--- src/hsk_port_pkg.sv ---
package hsk_port_pkg;

    // data path widths
    localparam int PORT_W     = 8;
    localparam int TEMP_W     = 12;
    localparam int BUF_ADDR_W = 8;

    // i2c line positions in the out_port and in_port bytes
    localparam int SCL_BIT = 1;
    localparam int SDA_BIT = 0;

    // upper bits of the board id byte
    localparam logic [2:0] ID_PREFIX = 3'b010;

    // decode masks, only bits 7 and 4:0 take part in any decode
    localparam logic [7:0] MASK_BASE    = 8'b1001_1111;
    // scl matches 0x0d and 0x0f
    localparam logic [7:0] MASK_SCL     = 8'b1001_1101;
    // sda matches 0x0e and 0x0f
    localparam logic [7:0] MASK_SDA     = 8'b1001_1110;
    // tx data on 0x08/0x09, control on 0x0a/0x0b
    localparam logic [7:0] MASK_UART_TX = 8'b1001_1110;
    // rx data on 0x08/0x0a, status on 0x09/0x0b
    localparam logic [7:0] MASK_UART_RX = 8'b1001_1101;
    localparam logic [7:0] MASK_ID      = 8'b1001_0001;

    typedef enum logic [7:0] {
        PORT_UART    = 8'h08,
        PORT_CTLSTAT = 8'h0B,
        PORT_I2C_IN  = 8'h0C,
        PORT_SCL     = 8'h0D,
        PORT_SDA     = 8'h0E,
        PORT_ID      = 8'h10,
        PORT_GEN_CTL = 8'h11
    } port_addr_e;

    // temperature low byte shares its address with the sda port (read vs write)
    localparam port_addr_e PORT_TEMP = PORT_SDA;

    // softcore port bus, bank is the active register bank
    typedef struct packed {
        logic [7:0] port_id;
        logic [7:0] out_port;
        logic       write_strobe;
        logic       k_write_strobe;
        logic       read_strobe;
        logic       bank;
    } pb_bus_t;

    typedef struct packed {
        logic buf_wr;
        logic tx_wr;
        logic ctl_wr;
        logic scl_wr;
        logic sda_wr;
        logic gc_wr;
        logic rx_rd;
        logic temp_rd;
    } port_sel_t;

    typedef struct packed {
        logic       valid;
        logic [7:0] data;
        logic       last;
        logic       err;
    } cobs_rx_t;

    typedef struct packed {
        logic       valid;
        logic [7:0] data;
    } uart_tx_t;

    typedef struct packed {
        logic        cyc;
        logic        stb;
        logic        we;
        logic [3:0]  sel;
        logic [11:0] adr;
        logic [31:0] dat;
    } wb_req_t;

    // hsk_enable_actual carries the registered crate bridge input state
    typedef struct packed {
        logic hsk_buf_sel;
        logic cratebridge_en;
        logic hsk_enable_actual;
    } gen_ctl_t;

endpackage

--- src/hsk_port_decode.sv ---
`timescale 1ns/1ps

module hsk_port_decode (
    input  hsk_port_pkg::pb_bus_t   pb_i,
    output hsk_port_pkg::port_sel_t sel_o,
    output logic [7:0]              kport_id_o
);
    import hsk_port_pkg::*;

    logic any_wr;

    // k-port writes only carry 4 id bits
    // bit 7 gets the inverse of bit 3 so 0x0-0x7 land in the buffer at 0x80
    // and 0x8-0xf keep their register addresses
    assign kport_id_o = pb_i.k_write_strobe ?
                        {~pb_i.port_id[3], 3'b000, pb_i.port_id[3:0]} : pb_i.port_id;

    assign any_wr = pb_i.write_strobe | pb_i.k_write_strobe;

    always_comb begin
        // write selects use the remapped id
        sel_o.buf_wr = any_wr && kport_id_o[7];
        sel_o.tx_wr  = any_wr &&
                       ((kport_id_o & MASK_UART_TX) == (PORT_UART & MASK_UART_TX));
        sel_o.ctl_wr = any_wr &&
                       ((kport_id_o & MASK_UART_TX) == (PORT_CTLSTAT & MASK_UART_TX));
        sel_o.scl_wr = any_wr && ((kport_id_o & MASK_SCL) == PORT_SCL);
        sel_o.sda_wr = any_wr && ((kport_id_o & MASK_SDA) == PORT_SDA);
        // general control only from a normal output instruction
        sel_o.gc_wr  = pb_i.write_strobe && ((pb_i.port_id & MASK_ID) == PORT_GEN_CTL);
        // read selects never see k-ports
        sel_o.rx_rd   = pb_i.read_strobe &&
                        ((pb_i.port_id & MASK_UART_RX) == (PORT_UART & MASK_UART_RX));
        sel_o.temp_rd = pb_i.read_strobe && ((pb_i.port_id & MASK_BASE) == PORT_TEMP);
    end

endmodule

--- src/hsk_ctrl_regs.sv ---
`timescale 1ns/1ps

module hsk_ctrl_regs (
    input  logic                                wb_clk_i,
    input  logic                                processor_reset,
    input  hsk_port_pkg::pb_bus_t               pb_i,
    input  hsk_port_pkg::port_sel_t             sel_i,
    input  logic                                core_hold_i,
    input  logic                                cratebridge_en_i,
    input  logic [hsk_port_pkg::TEMP_W-1:0]     temp_i,
    output hsk_port_pkg::gen_ctl_t              gen_ctl_o,
    output logic                                scl_t_o,
    output logic                                sda_t_o,
    output logic                                uart_reset_o,
    output logic                                bank_a_o,
    output logic                                bank_b_o,
    output logic [3:0]                          temp_high_o
);
    import hsk_port_pkg::*;

    always_ff @(posedge wb_clk_i) begin
        if (processor_reset) begin
            gen_ctl_o    <= '0;
            scl_t_o      <= 1'b1;
            sda_t_o      <= 1'b1;
            uart_reset_o <= 1'b1;
            bank_a_o     <= 1'b0;
            bank_b_o     <= 1'b0;
        end else begin
            // bit 0 picks the hsk buffer half, bit 6 drives the crate bridge
            if (sel_i.gc_wr) begin
                gen_ctl_o.hsk_buf_sel    <= pb_i.out_port[0];
                gen_ctl_o.cratebridge_en <= pb_i.out_port[6];
            end
            // one stage on the bridge input before it shows in any status
            gen_ctl_o.hsk_enable_actual <= cratebridge_en_i;

            // held softcore leaves both lines released
            if (core_hold_i) begin
                scl_t_o <= 1'b1;
                sda_t_o <= 1'b1;
            end else begin
                // 1 releases the line, 0 pulls it low
                if (sel_i.scl_wr) begin
                    scl_t_o <= pb_i.out_port[SCL_BIT];
                end
                if (sel_i.sda_wr) begin
                    sda_t_o <= pb_i.out_port[SDA_BIT];
                end
            end

            if (sel_i.ctl_wr) begin
                uart_reset_o <= pb_i.out_port[7];
                // each register bank owns its own packet buffer half
                if (pb_i.bank) begin
                    bank_b_o <= pb_i.out_port[1];
                end else begin
                    bank_a_o <= pb_i.out_port[1];
                end
            end
        end
    end

    // upper nibble frozen at the low byte read so both halves match
    always_ff @(posedge wb_clk_i) begin
        if (sel_i.temp_rd) begin
            temp_high_o <= temp_i[TEMP_W-1:PORT_W];
        end
    end

endmodule

--- src/hsk_tx_fifo.sv ---
`timescale 1ns/1ps

module hsk_tx_fifo #(
    parameter int FIFO_DEPTH = 64
) (
    input  logic                            wb_clk_i,
    input  logic                            processor_reset,
    input  logic                            flush_i,
    input  logic                            push_i,
    input  logic [hsk_port_pkg::PORT_W-1:0] data_i,
    input  logic                            tx_ready_i,
    output hsk_port_pkg::uart_tx_t          tx_o
);
    import hsk_port_pkg::*;

    localparam int AW = $clog2(FIFO_DEPTH);

    // small enough for distributed ram
    logic [PORT_W-1:0] mem [FIFO_DEPTH];
    // extra msb tells full from empty
    logic [AW:0]       wr_ptr;
    logic [AW:0]       rd_ptr;
    logic              full;
    logic              empty;
    logic              do_push;
    logic              do_pop;

    assign empty   = (wr_ptr == rd_ptr);
    assign full    = (wr_ptr[AW] != rd_ptr[AW]) && (wr_ptr[AW-1:0] == rd_ptr[AW-1:0]);
    // writes into a full fifo are lost
    assign do_push = push_i && !full;
    assign do_pop  = tx_ready_i && !empty;

    always_ff @(posedge wb_clk_i) begin
        if (processor_reset || flush_i) begin
            wr_ptr <= '0;
            rd_ptr <= '0;
        end else begin
            if (do_push) begin
                wr_ptr <= wr_ptr + 1'b1;
            end
            if (do_pop) begin
                rd_ptr <= rd_ptr + 1'b1;
            end
        end
    end

    always_ff @(posedge wb_clk_i) begin
        if (do_push) begin
            mem[wr_ptr[AW-1:0]] <= data_i;
        end
    end

    // head word falls through, so valid follows the write by one cycle
    assign tx_o.valid = !empty;
    assign tx_o.data  = mem[rd_ptr[AW-1:0]];

endmodule

--- src/hsk_buffer_ram.sv ---
`timescale 1ns/1ps

module hsk_buffer_ram (
    input  logic                            wb_clk_i,
    input  hsk_port_pkg::pb_bus_t           pb_i,
    input  logic [7:0]                      kport_id_i,
    input  logic                            buf_wr_i,
    input  logic                            bank_a_i,
    input  logic                            bank_b_i,
    input  logic                            hsk_buf_sel_i,
    output logic [hsk_port_pkg::PORT_W-1:0] rd_data_o
);
    import hsk_port_pkg::*;

    logic [PORT_W-1:0]     mem [2**BUF_ADDR_W];
    logic [BUF_ADDR_W-1:0] addr;
    logic                  packet_bit;
    logic                  hsk_bit;

    // packet region follows the bank of whichever register set is active
    assign packet_bit = pb_i.bank ? bank_b_i : bank_a_i;
    // hsk region is double buffered
    // writes fill the selected half while reads drain the other one
    assign hsk_bit    = buf_wr_i ? hsk_buf_sel_i : ~hsk_buf_sel_i;
    assign addr       = {kport_id_i[6], kport_id_i[6] ? hsk_bit : packet_bit, kport_id_i[5:0]};

    always_ff @(posedge wb_clk_i) begin
        if (buf_wr_i) begin
            mem[addr] <= pb_i.out_port;
        end
        rd_data_o <= mem[addr];
    end

endmodule

--- src/hsk_read_mux.sv ---
`timescale 1ns/1ps

module hsk_read_mux (
    input  logic                            wb_clk_i,
    input  logic                            processor_reset,
    input  hsk_port_pkg::pb_bus_t           pb_i,
    input  logic [hsk_port_pkg::PORT_W-1:0] buf_data_i,
    input  hsk_port_pkg::cobs_rx_t          cobs_rx_i,
    input  logic                            rx_rd_i,
    input  logic                            scl_i,
    input  logic                            sda_i,
    input  logic [hsk_port_pkg::TEMP_W-1:0] temp_i,
    input  logic [3:0]                      temp_high_i,
    input  hsk_port_pkg::gen_ctl_t          gen_ctl_i,
    input  logic                            hsk_enable_i,
    input  logic [1:0]                      conf_i,
    output logic [hsk_port_pkg::PORT_W-1:0] in_port_o
);
    import hsk_port_pkg::*;

    logic [PORT_W-1:0] pins;
    logic [PORT_W-1:0] rd_next;
    logic [PORT_W-1:0] rd_q;
    logic              buf_hit;
    logic              buf_q;
    logic              cobs_last;
    logic              cobs_err;

    always_comb begin
        pins          = '0;
        pins[SCL_BIT] = scl_i;
        pins[SDA_BIT] = sda_i;
    end

    // 0x80-0xff and the k-port alias 0x00-0x07 read the buffer
    assign buf_hit = pb_i.port_id[7] || (pb_i.port_id[6:3] == 4'b0000);

    always_comb begin
        if ((pb_i.port_id & MASK_ID) == PORT_GEN_CTL) begin
            rd_next = {hsk_enable_i, gen_ctl_i.hsk_enable_actual, 5'b00000,
                       gen_ctl_i.hsk_buf_sel};
        end else if ((pb_i.port_id & MASK_ID) == PORT_ID) begin
            rd_next = {ID_PREFIX, conf_i, 3'b000};
        end else if ((pb_i.port_id & MASK_UART_RX) == (PORT_UART & MASK_UART_RX)) begin
            rd_next = cobs_rx_i.data;
        end else if ((pb_i.port_id & MASK_UART_RX) == (PORT_CTLSTAT & MASK_UART_RX)) begin
            rd_next = {6'b000000, cobs_last, cobs_err};
        end else if ((pb_i.port_id & MASK_SDA) == (PORT_I2C_IN & MASK_SDA)) begin
            rd_next = pins;
        end else if ((pb_i.port_id & MASK_BASE) == PORT_TEMP) begin
            rd_next = temp_i[PORT_W-1:0];
        end else begin
            // 0x0f, nibble latched by the last 0x0e read
            rd_next = {4'b0000, temp_high_i};
        end
    end

    // sampled in the first access cycle, held into the strobe cycle
    always_ff @(posedge wb_clk_i) begin
        rd_q  <= rd_next;
        buf_q <= buf_hit;
    end

    // ram output is already registered on the same edge
    assign in_port_o = buf_q ? buf_data_i : rd_q;

    // frame status of the byte popped most recently
    always_ff @(posedge wb_clk_i) begin
        if (processor_reset) begin
            cobs_last <= 1'b0;
            cobs_err  <= 1'b0;
        end else if (rx_rd_i && cobs_rx_i.valid) begin
            cobs_last <= cobs_rx_i.last;
            cobs_err  <= cobs_rx_i.err;
        end
    end

endmodule

--- src/hsk_wb_ctrl.sv ---
`timescale 1ns/1ps

module hsk_wb_ctrl #(
    parameter int WB_ADDR_W = 12
) (
    input  logic                  wb_clk_i,
    input  logic                  processor_reset,
    input  hsk_port_pkg::wb_req_t wb_req_i,
    input  logic                  cratebridge_actual_i,
    output logic [31:0]           wb_dat_o,
    output logic                  wb_ack_o,
    output logic                  wb_err_o,
    output logic                  wb_rty_o,
    output logic                  core_hold_o
);

    logic ack;
    logic hit;

    // address bits above the decoded window must be zero
    assign hit = ((wb_req_i.adr >> WB_ADDR_W) == '0);

    always_ff @(posedge wb_clk_i) begin
        if (processor_reset) begin
            ack         <= 1'b0;
            core_hold_o <= 1'b0;
        end else begin
            ack <= wb_req_i.cyc && wb_req_i.stb;
            // write lands in the acked cycle
            if (wb_req_i.cyc && wb_req_i.stb && wb_req_i.we && ack && wb_req_i.sel[0] && hit) begin
                core_hold_o <= wb_req_i.dat[0];
            end
        end
    end

    assign wb_ack_o = ack && wb_req_i.cyc && wb_req_i.stb;
    assign wb_dat_o = {30'd0, cratebridge_actual_i, core_hold_o};
    assign wb_err_o = 1'b0;
    assign wb_rty_o = 1'b0;

endmodule

--- src/hsk_port_top.sv ---
`timescale 1ns/1ps

module hsk_port_top #(
    parameter int FIFO_DEPTH = 64,
    parameter int WB_ADDR_W  = 12
) (
    input  logic                            wb_clk_i,
    input  logic                            processor_reset,
    input  hsk_port_pkg::pb_bus_t           pb_i,
    input  hsk_port_pkg::wb_req_t           wb_req_i,
    input  hsk_port_pkg::cobs_rx_t          cobs_rx_i,
    input  logic                            uart_tx_ready_i,
    input  logic                            scl_i,
    input  logic                            sda_i,
    input  logic [1:0]                      conf_i,
    input  logic [hsk_port_pkg::TEMP_W-1:0] temp_i,
    input  logic                            cratebridge_en_i,
    input  logic                            hsk_enable_i,
    output logic [hsk_port_pkg::PORT_W-1:0] in_port_o,
    output logic [31:0]                     wb_dat_o,
    output logic                            wb_ack_o,
    output logic                            wb_err_o,
    output logic                            wb_rty_o,
    output logic                            core_hold_o,
    output logic                            cobs_rx_ready_o,
    output logic                            interrupt_o,
    output hsk_port_pkg::uart_tx_t          uart_tx_o,
    output logic                            uart_reset_o,
    output logic                            scl_t_o,
    output logic                            sda_t_o,
    output logic                            cratebridge_en_o,
    output logic                            hsk_enable_t_o,
    output logic                            hsk_enable_o
);
    import hsk_port_pkg::*;

    port_sel_t         sel;
    gen_ctl_t          gen_ctl;
    logic [7:0]        kport_id;
    logic [PORT_W-1:0] buf_data;
    logic              bank_a;
    logic              bank_b;
    logic [3:0]        temp_high;

    hsk_port_decode u_decode (
        .pb_i       (pb_i),
        .sel_o      (sel),
        .kport_id_o (kport_id)
    );

    hsk_ctrl_regs u_ctrl (
        .wb_clk_i         (wb_clk_i),
        .processor_reset  (processor_reset),
        .pb_i             (pb_i),
        .sel_i            (sel),
        .core_hold_i      (core_hold_o),
        .cratebridge_en_i (cratebridge_en_i),
        .temp_i           (temp_i),
        .gen_ctl_o        (gen_ctl),
        .scl_t_o          (scl_t_o),
        .sda_t_o          (sda_t_o),
        .uart_reset_o     (uart_reset_o),
        .bank_a_o         (bank_a),
        .bank_b_o         (bank_b),
        .temp_high_o      (temp_high)
    );

    // uart reset also empties the transmit queue
    hsk_tx_fifo #(.FIFO_DEPTH(FIFO_DEPTH)) u_tx_fifo (
        .wb_clk_i        (wb_clk_i),
        .processor_reset (processor_reset),
        .flush_i         (uart_reset_o),
        .push_i          (sel.tx_wr),
        .data_i          (pb_i.out_port),
        .tx_ready_i      (uart_tx_ready_i),
        .tx_o            (uart_tx_o)
    );

    hsk_buffer_ram u_buf (
        .wb_clk_i      (wb_clk_i),
        .pb_i          (pb_i),
        .kport_id_i    (kport_id),
        .buf_wr_i      (sel.buf_wr),
        .bank_a_i      (bank_a),
        .bank_b_i      (bank_b),
        .hsk_buf_sel_i (gen_ctl.hsk_buf_sel),
        .rd_data_o     (buf_data)
    );

    hsk_read_mux u_rd_mux (
        .wb_clk_i        (wb_clk_i),
        .processor_reset (processor_reset),
        .pb_i            (pb_i),
        .buf_data_i      (buf_data),
        .cobs_rx_i       (cobs_rx_i),
        .rx_rd_i         (sel.rx_rd),
        .scl_i           (scl_i),
        .sda_i           (sda_i),
        .temp_i          (temp_i),
        .temp_high_i     (temp_high),
        .gen_ctl_i       (gen_ctl),
        .hsk_enable_i    (hsk_enable_i),
        .conf_i          (conf_i),
        .in_port_o       (in_port_o)
    );

    hsk_wb_ctrl #(.WB_ADDR_W(WB_ADDR_W)) u_wb (
        .wb_clk_i             (wb_clk_i),
        .processor_reset      (processor_reset),
        .wb_req_i             (wb_req_i),
        .cratebridge_actual_i (gen_ctl.hsk_enable_actual),
        .wb_dat_o             (wb_dat_o),
        .wb_ack_o             (wb_ack_o),
        .wb_err_o             (wb_err_o),
        .wb_rty_o             (wb_rty_o),
        .core_hold_o          (core_hold_o)
    );

    // rx pops in the strobe cycle, interrupt whenever a byte waits
    assign cobs_rx_ready_o  = sel.rx_rd;
    assign interrupt_o      = cobs_rx_i.valid;
    assign cratebridge_en_o = gen_ctl.cratebridge_en;
    // enable pin is only driven during the general control write
    assign hsk_enable_t_o   = ~sel.gc_wr;
    assign hsk_enable_o     = pb_i.out_port[7];

endmodule

--- config.mk ---
export PLATFORM = sky130hd
export DESIGN_NAME = hsk_port_top
export DESIGN_NICKNAME = d
export VERILOG_FILES = /design/src/hsk_port_pkg.sv /design/src/hsk_port_decode.sv /design/src/hsk_ctrl_regs.sv /design/src/hsk_tx_fifo.sv /design/src/hsk_buffer_ram.sv /design/src/hsk_read_mux.sv /design/src/hsk_wb_ctrl.sv /design/src/hsk_port_top.sv
export SDC_FILE = /design/constraint.sdc
export NUM_CORES = 2
export LEC_CHECK = 0
export BUFFER_PORTS_ARGS = -buffer_cell sky130_fd_sc_hd__buf_4
export CAP_MARGIN = 20
export CORE_AREA = 5 5 544 546
export CTS_CLUSTER_SIZE = 8
export DETAILED_ROUTE_END_ITERATION = 8
export DIE_AREA = 0 0 549 551
export PLACE_DENSITY = 0.59
export SLEW_MARGIN = 20
export SYNTH_ARGS = -nofsm -noshare
export SYNTH_HDL_FRONTEND = slang
export SYNTH_SLANG_ARGS = --single-unit
--- constraint.sdc ---
create_clock -name wb_clk_i -period 4.41 [get_ports wb_clk_i]
set_clock_uncertainty 0.15 [all_clocks]
set_input_delay 0.441 -clock wb_clk_i [delete_from_list [all_inputs] [get_ports wb_clk_i]]
set_output_delay 0.441 -clock wb_clk_i [all_outputs]
set_load 0.02 [all_outputs]
After elaboration in Yosys (flattened, before gate mapping)
Memories as Yosys holds them, arrays and structs flattened. A register that Yosys moved wholly into a read port is not among the register bits.
Index checks and enable logic that the tools add are counted.
{"block": "classes", "n_addsub": 2, "n_eq_ne": 13, "n_mux": 17, "n_bitwise": 5, "reduce_logical": 27}
{"op": "2-to-1 mux 8 bit", "count": 8}
{"op": "== test 5 x 3 -> 1 bit, second input constant", "count": 7}
{"op": "logical AND 1 bit", "count": 18}
{"op": "adder 7 x 1 -> 7 bit, second input constant", "count": 2}
{"op": "2-to-1 mux 6 bit", "count": 2}
{"op": "== test 7 bit", "count": 1}
{"op": "2-to-1 mux 1 bit", "count": 7}
{"op": "== test 3 x 2 -> 1 bit, second input constant", "count": 2}
{"op": "== test 6 x 4 -> 1 bit, second input constant", "count": 1}
{"op": "== test 6 bit", "count": 1}
{"op": "zero test 4 bit", "count": 1}
{"op": "NOT 1 bit", "count": 4}
{"op": "AND reduction 2 bit", "count": 2}
{"op": "OR reduction 2 bit", "count": 2}
{"op": "zero test 1 bit", "count": 2}
{"op": "logical OR 1 bit", "count": 2}
{"op": "!= test 1 bit", "count": 1}
{"op": "bitwise OR 1 bit", "count": 1}
{"block": "word_totals", "register_bits": 39, "mem_bits_rw": 2560, "inputBits": 103, "output_inout_bits": 61, "wordCells": 85, "memories": 2}
{"name": "u_buf.mem", "words": 256, "width": 8, "read_ports": 1, "rd_clocked_by_memory_dff": 1, "write_ports": 1, "line": "hsk_buffer_ram.sv:15", "text": "logic [PORT_W-1:0] mem [2**BUF_ADDR_W];"}
{"name": "u_tx_fifo.mem", "words": 64, "width": 8, "read_ports": 1, "rd_clocked_by_memory_dff": 1, "write_ports": 1, "line": "hsk_tx_fifo.sv:19", "text": "logic [PORT_W-1:0] mem [FIFO_DEPTH];"}

Longest topological paths before layout
{"block": "depth", "ltp_word": 7, "depth_mapped": 12, "depth_no_buf": 7}

Cells and area by module
From an unflattened synthesis, not the netlist that was laid out.
{"block": "hier_totals", "cells_unflattened": 4835, "hier_area_um2": 102117.9}
{"module": "hsk_buffer_ram", "instances": 1, "cells_per_inst": 3638, "area_per_inst_um2": 79646.4}
{"module": "hsk_tx_fifo", "instances": 1, "cells_per_inst": 1016, "area_per_inst_um2": 20815.0}
{"module": "hsk_read_mux", "instances": 1, "cells_per_inst": 77, "area_per_inst_um2": 698.2}
{"module": "hsk_ctrl_regs", "instances": 1, "cells_per_inst": 31, "area_per_inst_um2": 409.1}
{"module": "hsk_wb_ctrl", "instances": 1, "cells_per_inst": 44, "area_per_inst_um2": 350.3}
{"module": "hsk_port_decode", "instances": 1, "cells_per_inst": 26, "area_per_inst_um2": 180.2}
{"module": "hsk_port_top", "instances": 1, "cells_per_inst": 3, "area_per_inst_um2": 18.8}

Worst setup path before layout
Ideal clock, no wire load.
{"block": "synth_path", "path_type": "input -> register", "from": "input port pb_i[12] in the netlist's numbering", "to": "memory u_buf.mem[107][0] (enable)", "arrival_ns": 2.502, "required_ns": 3.890, "slack_ns": 1.388, "stages": 10, "path_cell_list": "buf_6 -> buf_8 -> buf_12 -> buf_2 -> buf_2 -> buf_4 -> buf_2 -> nand3_1 -> buf_2 -> nor2_1"}
{"block": "synth_via", "elab_chain_cells": 1}
{"item": "start: declaration", "line": "hsk_port_top.sv:9", "text": "input hsk_port_pkg::pb_bus_t pb_i,"}
{"item": "2-to-1 mux 8 bit", "line": "hsk_port_decode.sv:15", "text": "assign kport_id_o = pb_i.k_write_strobe ?"}
{"item": "end: declaration", "line": "hsk_buffer_ram.sv:15"}
Every way passes these cells.

==> insert_results.sql <==
INSERT INTO impl_metrics (metric_group, metric, value, unit) VALUES
('clock_tree', 'clock_tree_from_tritoncts', 'built', ''),
('sta', 'portion_of_the_clock_cycle_consumed_by_the_worst_path_in_the_final_layout', '0.9671', ''),
('pwr', 'swShare', '0.2102', ''),
('sta', 'max_fclk', '234.5', 'MHz'),
('pwr', 'power_density', '463.3', 'nW/um^2'),
('cells_and_area', 'layout.cells.non_filler', '9262', ''),
('setup_path', 'crit_path_max_fanout', '27', ''),
('sta', 'totalNegativeSetupSlack', '0', 'ns'),
('grt', 'globalRouteMet1Util', '0.2403', ''),
('yosys', 'yosys_most_used_dff', 'edfxtp_1', ''),
('grt', 'first_global_vias', '51450', ''),
('setup_path', 'critPathArrivalTime', '3.67', 'ns'),
('grt', 'first_pass_grt_wire_length', '381700', 'um'),
('die', 'width_of_the_die', '549', 'um'),
('job', 'max_cap_violations', '0', ''),
('cells_and_area', 'nFillCells', '25140', ''),
('yosys', 'sequential_cell_area_fraction_in_the_yosys_report', '0.7700', ''),
('die', 'std_cell_rows', '198', ''),
('placement', 'place_congestion', '0.8619', ''),
('placement', 'buffer_ports.inserted', '85', ''),
('clock_tree', 'worstSkewPairLatency', '0.90', 'ns'),
('routing', 'dr.first_iter.drc_count', '5806', ''),
('sta', 'setup_viol', '0', ''),
('yosys', 'synth-edff-count', '2564', ''),
('setup_path', 'r2r-end', 'u_buf.rd_data_o[7]', ''),
('yosys', 'synth_top_area_share', '0.7603', ''),
('setup_path', 'reg2reg_from', 'u_ctrl.gen_ctl_o[2]', ''),
('yosys', 'yosysWarningCount', '0', ''),
('clock_tree', 'numClockSinks', '2613', ''),
('yosys', 'synth_area_leaders', 'edfxtp_1 76%, mux4_2 15%, nor2_1 1.4%', ''),
('placement', 'dp.final_hpwl', '164700', 'um'),
('cells_and_area', 'syn2layout_area_growth', '17.38', '%'),
('routing', 'post-route-drc-count', '0', ''),
('routing', 'wire_per_inst', '28.94', 'um'),
('sta', 'final_hold_viol_count', '0', ''),
('yosys', 'syn-mean-instance-area', '21.55', 'sq um'),
('placement', 'dp.cells', '8690', ''),
('cells_and_area', 'layout.cells.most_common', 'edfxtp_1', ''),
('setup_path', 'start_kind', 'register', ''),
('pwr', 'fraction_of_power_consumed_by_the_clock_network', '0.461', ''),
('die', 'die_h', '551', 'um'),
('sta', 'max_slew_margin', '0.2203', ''),
('routing', 'route.detailed.vias_per_inst', '5.475', ''),
('yosys', 'syn-cell-area', '101300', 'sq um'),
('sta', 'layout_min_cycle_time', '4.265', 'ns'),
('clock_tree', 'cts_max_path_buffers', '4', ''),
('routing', 'detail_route.first_pass.iterations', '7', ''),
('pwr', 'power.share.combinational', '0.041', ''),
('pwr', 'power_leakage', '36.83', 'nW'),
('sta', 'unrepaired_setup_endpoints_after_global_routing', 'false', ''),
('die', 'num_io_pins', '164', ''),
('setup_path', 'worst-setup-path-type', 'register to output port', ''),
('routing', 'route.final.wire_length', '268100', 'um'),
('cells_and_area', 'layout.core_utilization', '0.4098', ''),
('grt', 'initial_antenna_violation_count', '13', ''),
('clock_tree', 'htree_levels', '5', ''),
('clock_tree', 'post_cts_resized', '0', ''),
('grt', 'gr-usage-all-layers', '0.1733', ''),
('clock_tree', 'clk_pin_slew_worst_paths', '0.05', 'ns'),
('yosys', 'post_synthesis_async_set_or_reset_flop_share', '0', ''),
('outcome', 'status', 'finished clean', ''),
('cells_and_area', 'drive_above_1_share', '0.2773', ''),
('grt', 'total_global_routing_overflow', '0', ''),
('grt', 'grt.busiest_layer', 'met2', ''),
('setup_path', 'endpoint', 'uart_tx_o[1]', ''),
('cells_and_area', 'mostFrequentLayoutCells', '2564 x edfxtp_1, 678 x mux4_2, 373 x clkbuf_16, 372 x nor2_1, 308 x buf_4', ''),
('setup_path', 'setup.worst_path.end_class', 'output port', ''),
('yosys', 'synth_cells', '4699', ''),
('pwr', 'vdd.ir_drop.worst', '318.7', 'uV'),
('cells_and_area', 'fin_nets', '5318', ''),
('routing', 'vias', '50710', '');
==> power by group through the flow <==
stage	Clock [mW]	Combinational, mW	Sequential (mW)
2_1_floorplan	0	1.11	27.8
3_3_place_gp	0	2.22	27.9
3_5_place_dp	0	2.26	27.9
4_1_cts	25.8	2.29	27.4
5_1_grt	26.9	2.39	27.4
6_report	25.4	2.28	27.4
==> flip-flops by register name, indices dropped and copies added (netlist names), named ones only <==
| signal | count |
|---|---|
| u_buf.mem | 2048 |
| u_buf.rd_data_o | 8 |
| u_ctrl.bank_a_o | 1 |
| u_ctrl.bank_b_o | 1 |
| u_ctrl.gen_ctl_o | 3 |
| u_ctrl.scl_t_o | 1 |
| u_ctrl.sda_t_o | 1 |
| u_ctrl.temp_high_o | 4 |
| u_ctrl.uart_reset_o | 1 |
| u_rd_mux.buf_q | 1 |
| u_rd_mux.cobs_err | 1 |
| u_rd_mux.cobs_last | 1 |
| u_rd_mux.rd_q | 8 |
| u_tx_fifo.mem | 512 |
| u_tx_fifo.rd_ptr | 7 |
| u_tx_fifo.wr_ptr | 7 |
| u_wb.ack | 1 |
| u_wb.core_hold_o | 1 |
==> worst min path at each step <==
| stage | end | depth (start not counted) | slack, ns | startpoint |
|---|---|---|---|---|
| 6_report | u_ctrl.scl_t_o | 4 | 0.1 | pb_i[3] |
| 2_1_floorplan | u_rd_mux.rd_q[6] | 2 | 0.29 | u_ctrl.gen_ctl_o[0] |
| 4_1_cts | u_ctrl.scl_t_o | 4 | 0.04 | pb_i[3] |
| 3_3_place_gp | u_rd_mux.rd_q[6] | 2 | 0.31 | u_ctrl.gen_ctl_o[0] |
| 3_5_place_dp | u_rd_mux.rd_q[6] | 2 | 0.31 | u_ctrl.gen_ctl_o[0] |
| 5_1_grt | u_ctrl.scl_t_o | 4 | 0.09 | pb_i[3] |
==> synthesized netlist by cell type (4+ instances only) <==
master / number
a22oi_1: 133
and2_1: 5
buf_6: 19
xor2_1: 12
mux2i_1: 83
nand4_1: 5
dfxtp_1: 49
inv_1: 4
nor2b_1: 22
nand2b_1: 8
a21oi_1: 76
a22o_1: 7
a221oi_1: 11
o311ai_1: 6
buf_4: 57
nor2_1: 374
nor3_1: 20
a2111oi_0: 4
clkbuf_1: 110
a32oi_1: 7
edfxtp_1: 2564
buf_1: 21
mux4_2: 678
nand3_1: 34
and3_1: 13
buf_2: 92
nand3b_1: 5
o22ai_1: 7
xnor2_1: 8
nor4_1: 22
mux2_2: 11
o21ai_0: 25
a31oi_1: 5
buf_12: 5
nand2_1: 116
o211ai_1: 5
a211oi_1: 23
==> what timing repair did <==
item,in CTS,in global routing
hold buffers,49,1
buffers inserted,1,0
endpoints found under the setup margin,8,0
endpoints found under the hold margin,226,7
==> final cells by class <==
type / count / area [sq um] / share of cell area
antenna: 7 / 17.52 / 0.0001474
clock buffer: 494 / 9788 / 0.08234
clock inverter: 19 / 429.2 / 0.003610
inverter: 5 / 21.27 / 0.0001789
multi-input combinational: 1805 / 21760 / 0.1831
sequential: 2613 / 77990 / 0.6561
tap: 3900 / 4880 / 0.04105
timing repair buffer: 419 / 3990 / 0.03357
==> per-stage QoR <==
| step | power [mW] | hold WS, ns | area [sq um] | setup WS (ns) |
|---|---|---|---|---|
| after floorplan | 28.95 | 0.2867 | 101400 | 1.388 |
| after global placement | 30.08 | 0.3101 | 108100 | 0.3908 |
| after detailed placement | 30.12 | 0.3095 | 108100 | 0.2971 |
| after CTS | 55.52 | 0.04281 | 118800 | 0.01195 |
| after global routing | 56.67 | 0.08947 | 118900 | 0.006284 |
| final | 55.07 | 0.09744 | 118900 | 0.1449 |
==> metal layers <==
| metal | vias up | share of wire |
|---|---|---|
| met4 | 6 | 0.039 |
| met3 | 528 | 0.082 |
| met1 | 27190 | 0.40 |
| met5 | - | 0.00032 |
| met2 | 2385 | 0.47 |
| li1 | 20600 | - |
==> critical path, stage by stage (launching register included) <==
cell and delay, ns:
dfxtp_4 0.60, buf_12 0.30, mux4_2 0.60, mux4_2 0.53, mux4_2 0.55, buf_4 0.19
==> kinds of logic after synthesis <==
| logic type | count (synthesis) | share of synthesized area |
|---|---|---|
| flip-flops | 2613 | 0.7700 |
| multiplexers | 772 | 0.1602 |
| AND/OR/NAND/NOR | 642 | 0.02731 |
| AO/OA/AOI/OAI | 337 | 0.02322 |
| buffers and inverters | 312 | 0.01726 |
| XOR/XNOR | 20 | 0.001730 |
| adder cells (fa/ha/maj) | 2 | 0.0002471 |
| other | 1 | 0.00003703 |
No activity file was read; power rests on OpenSTA's default activity.
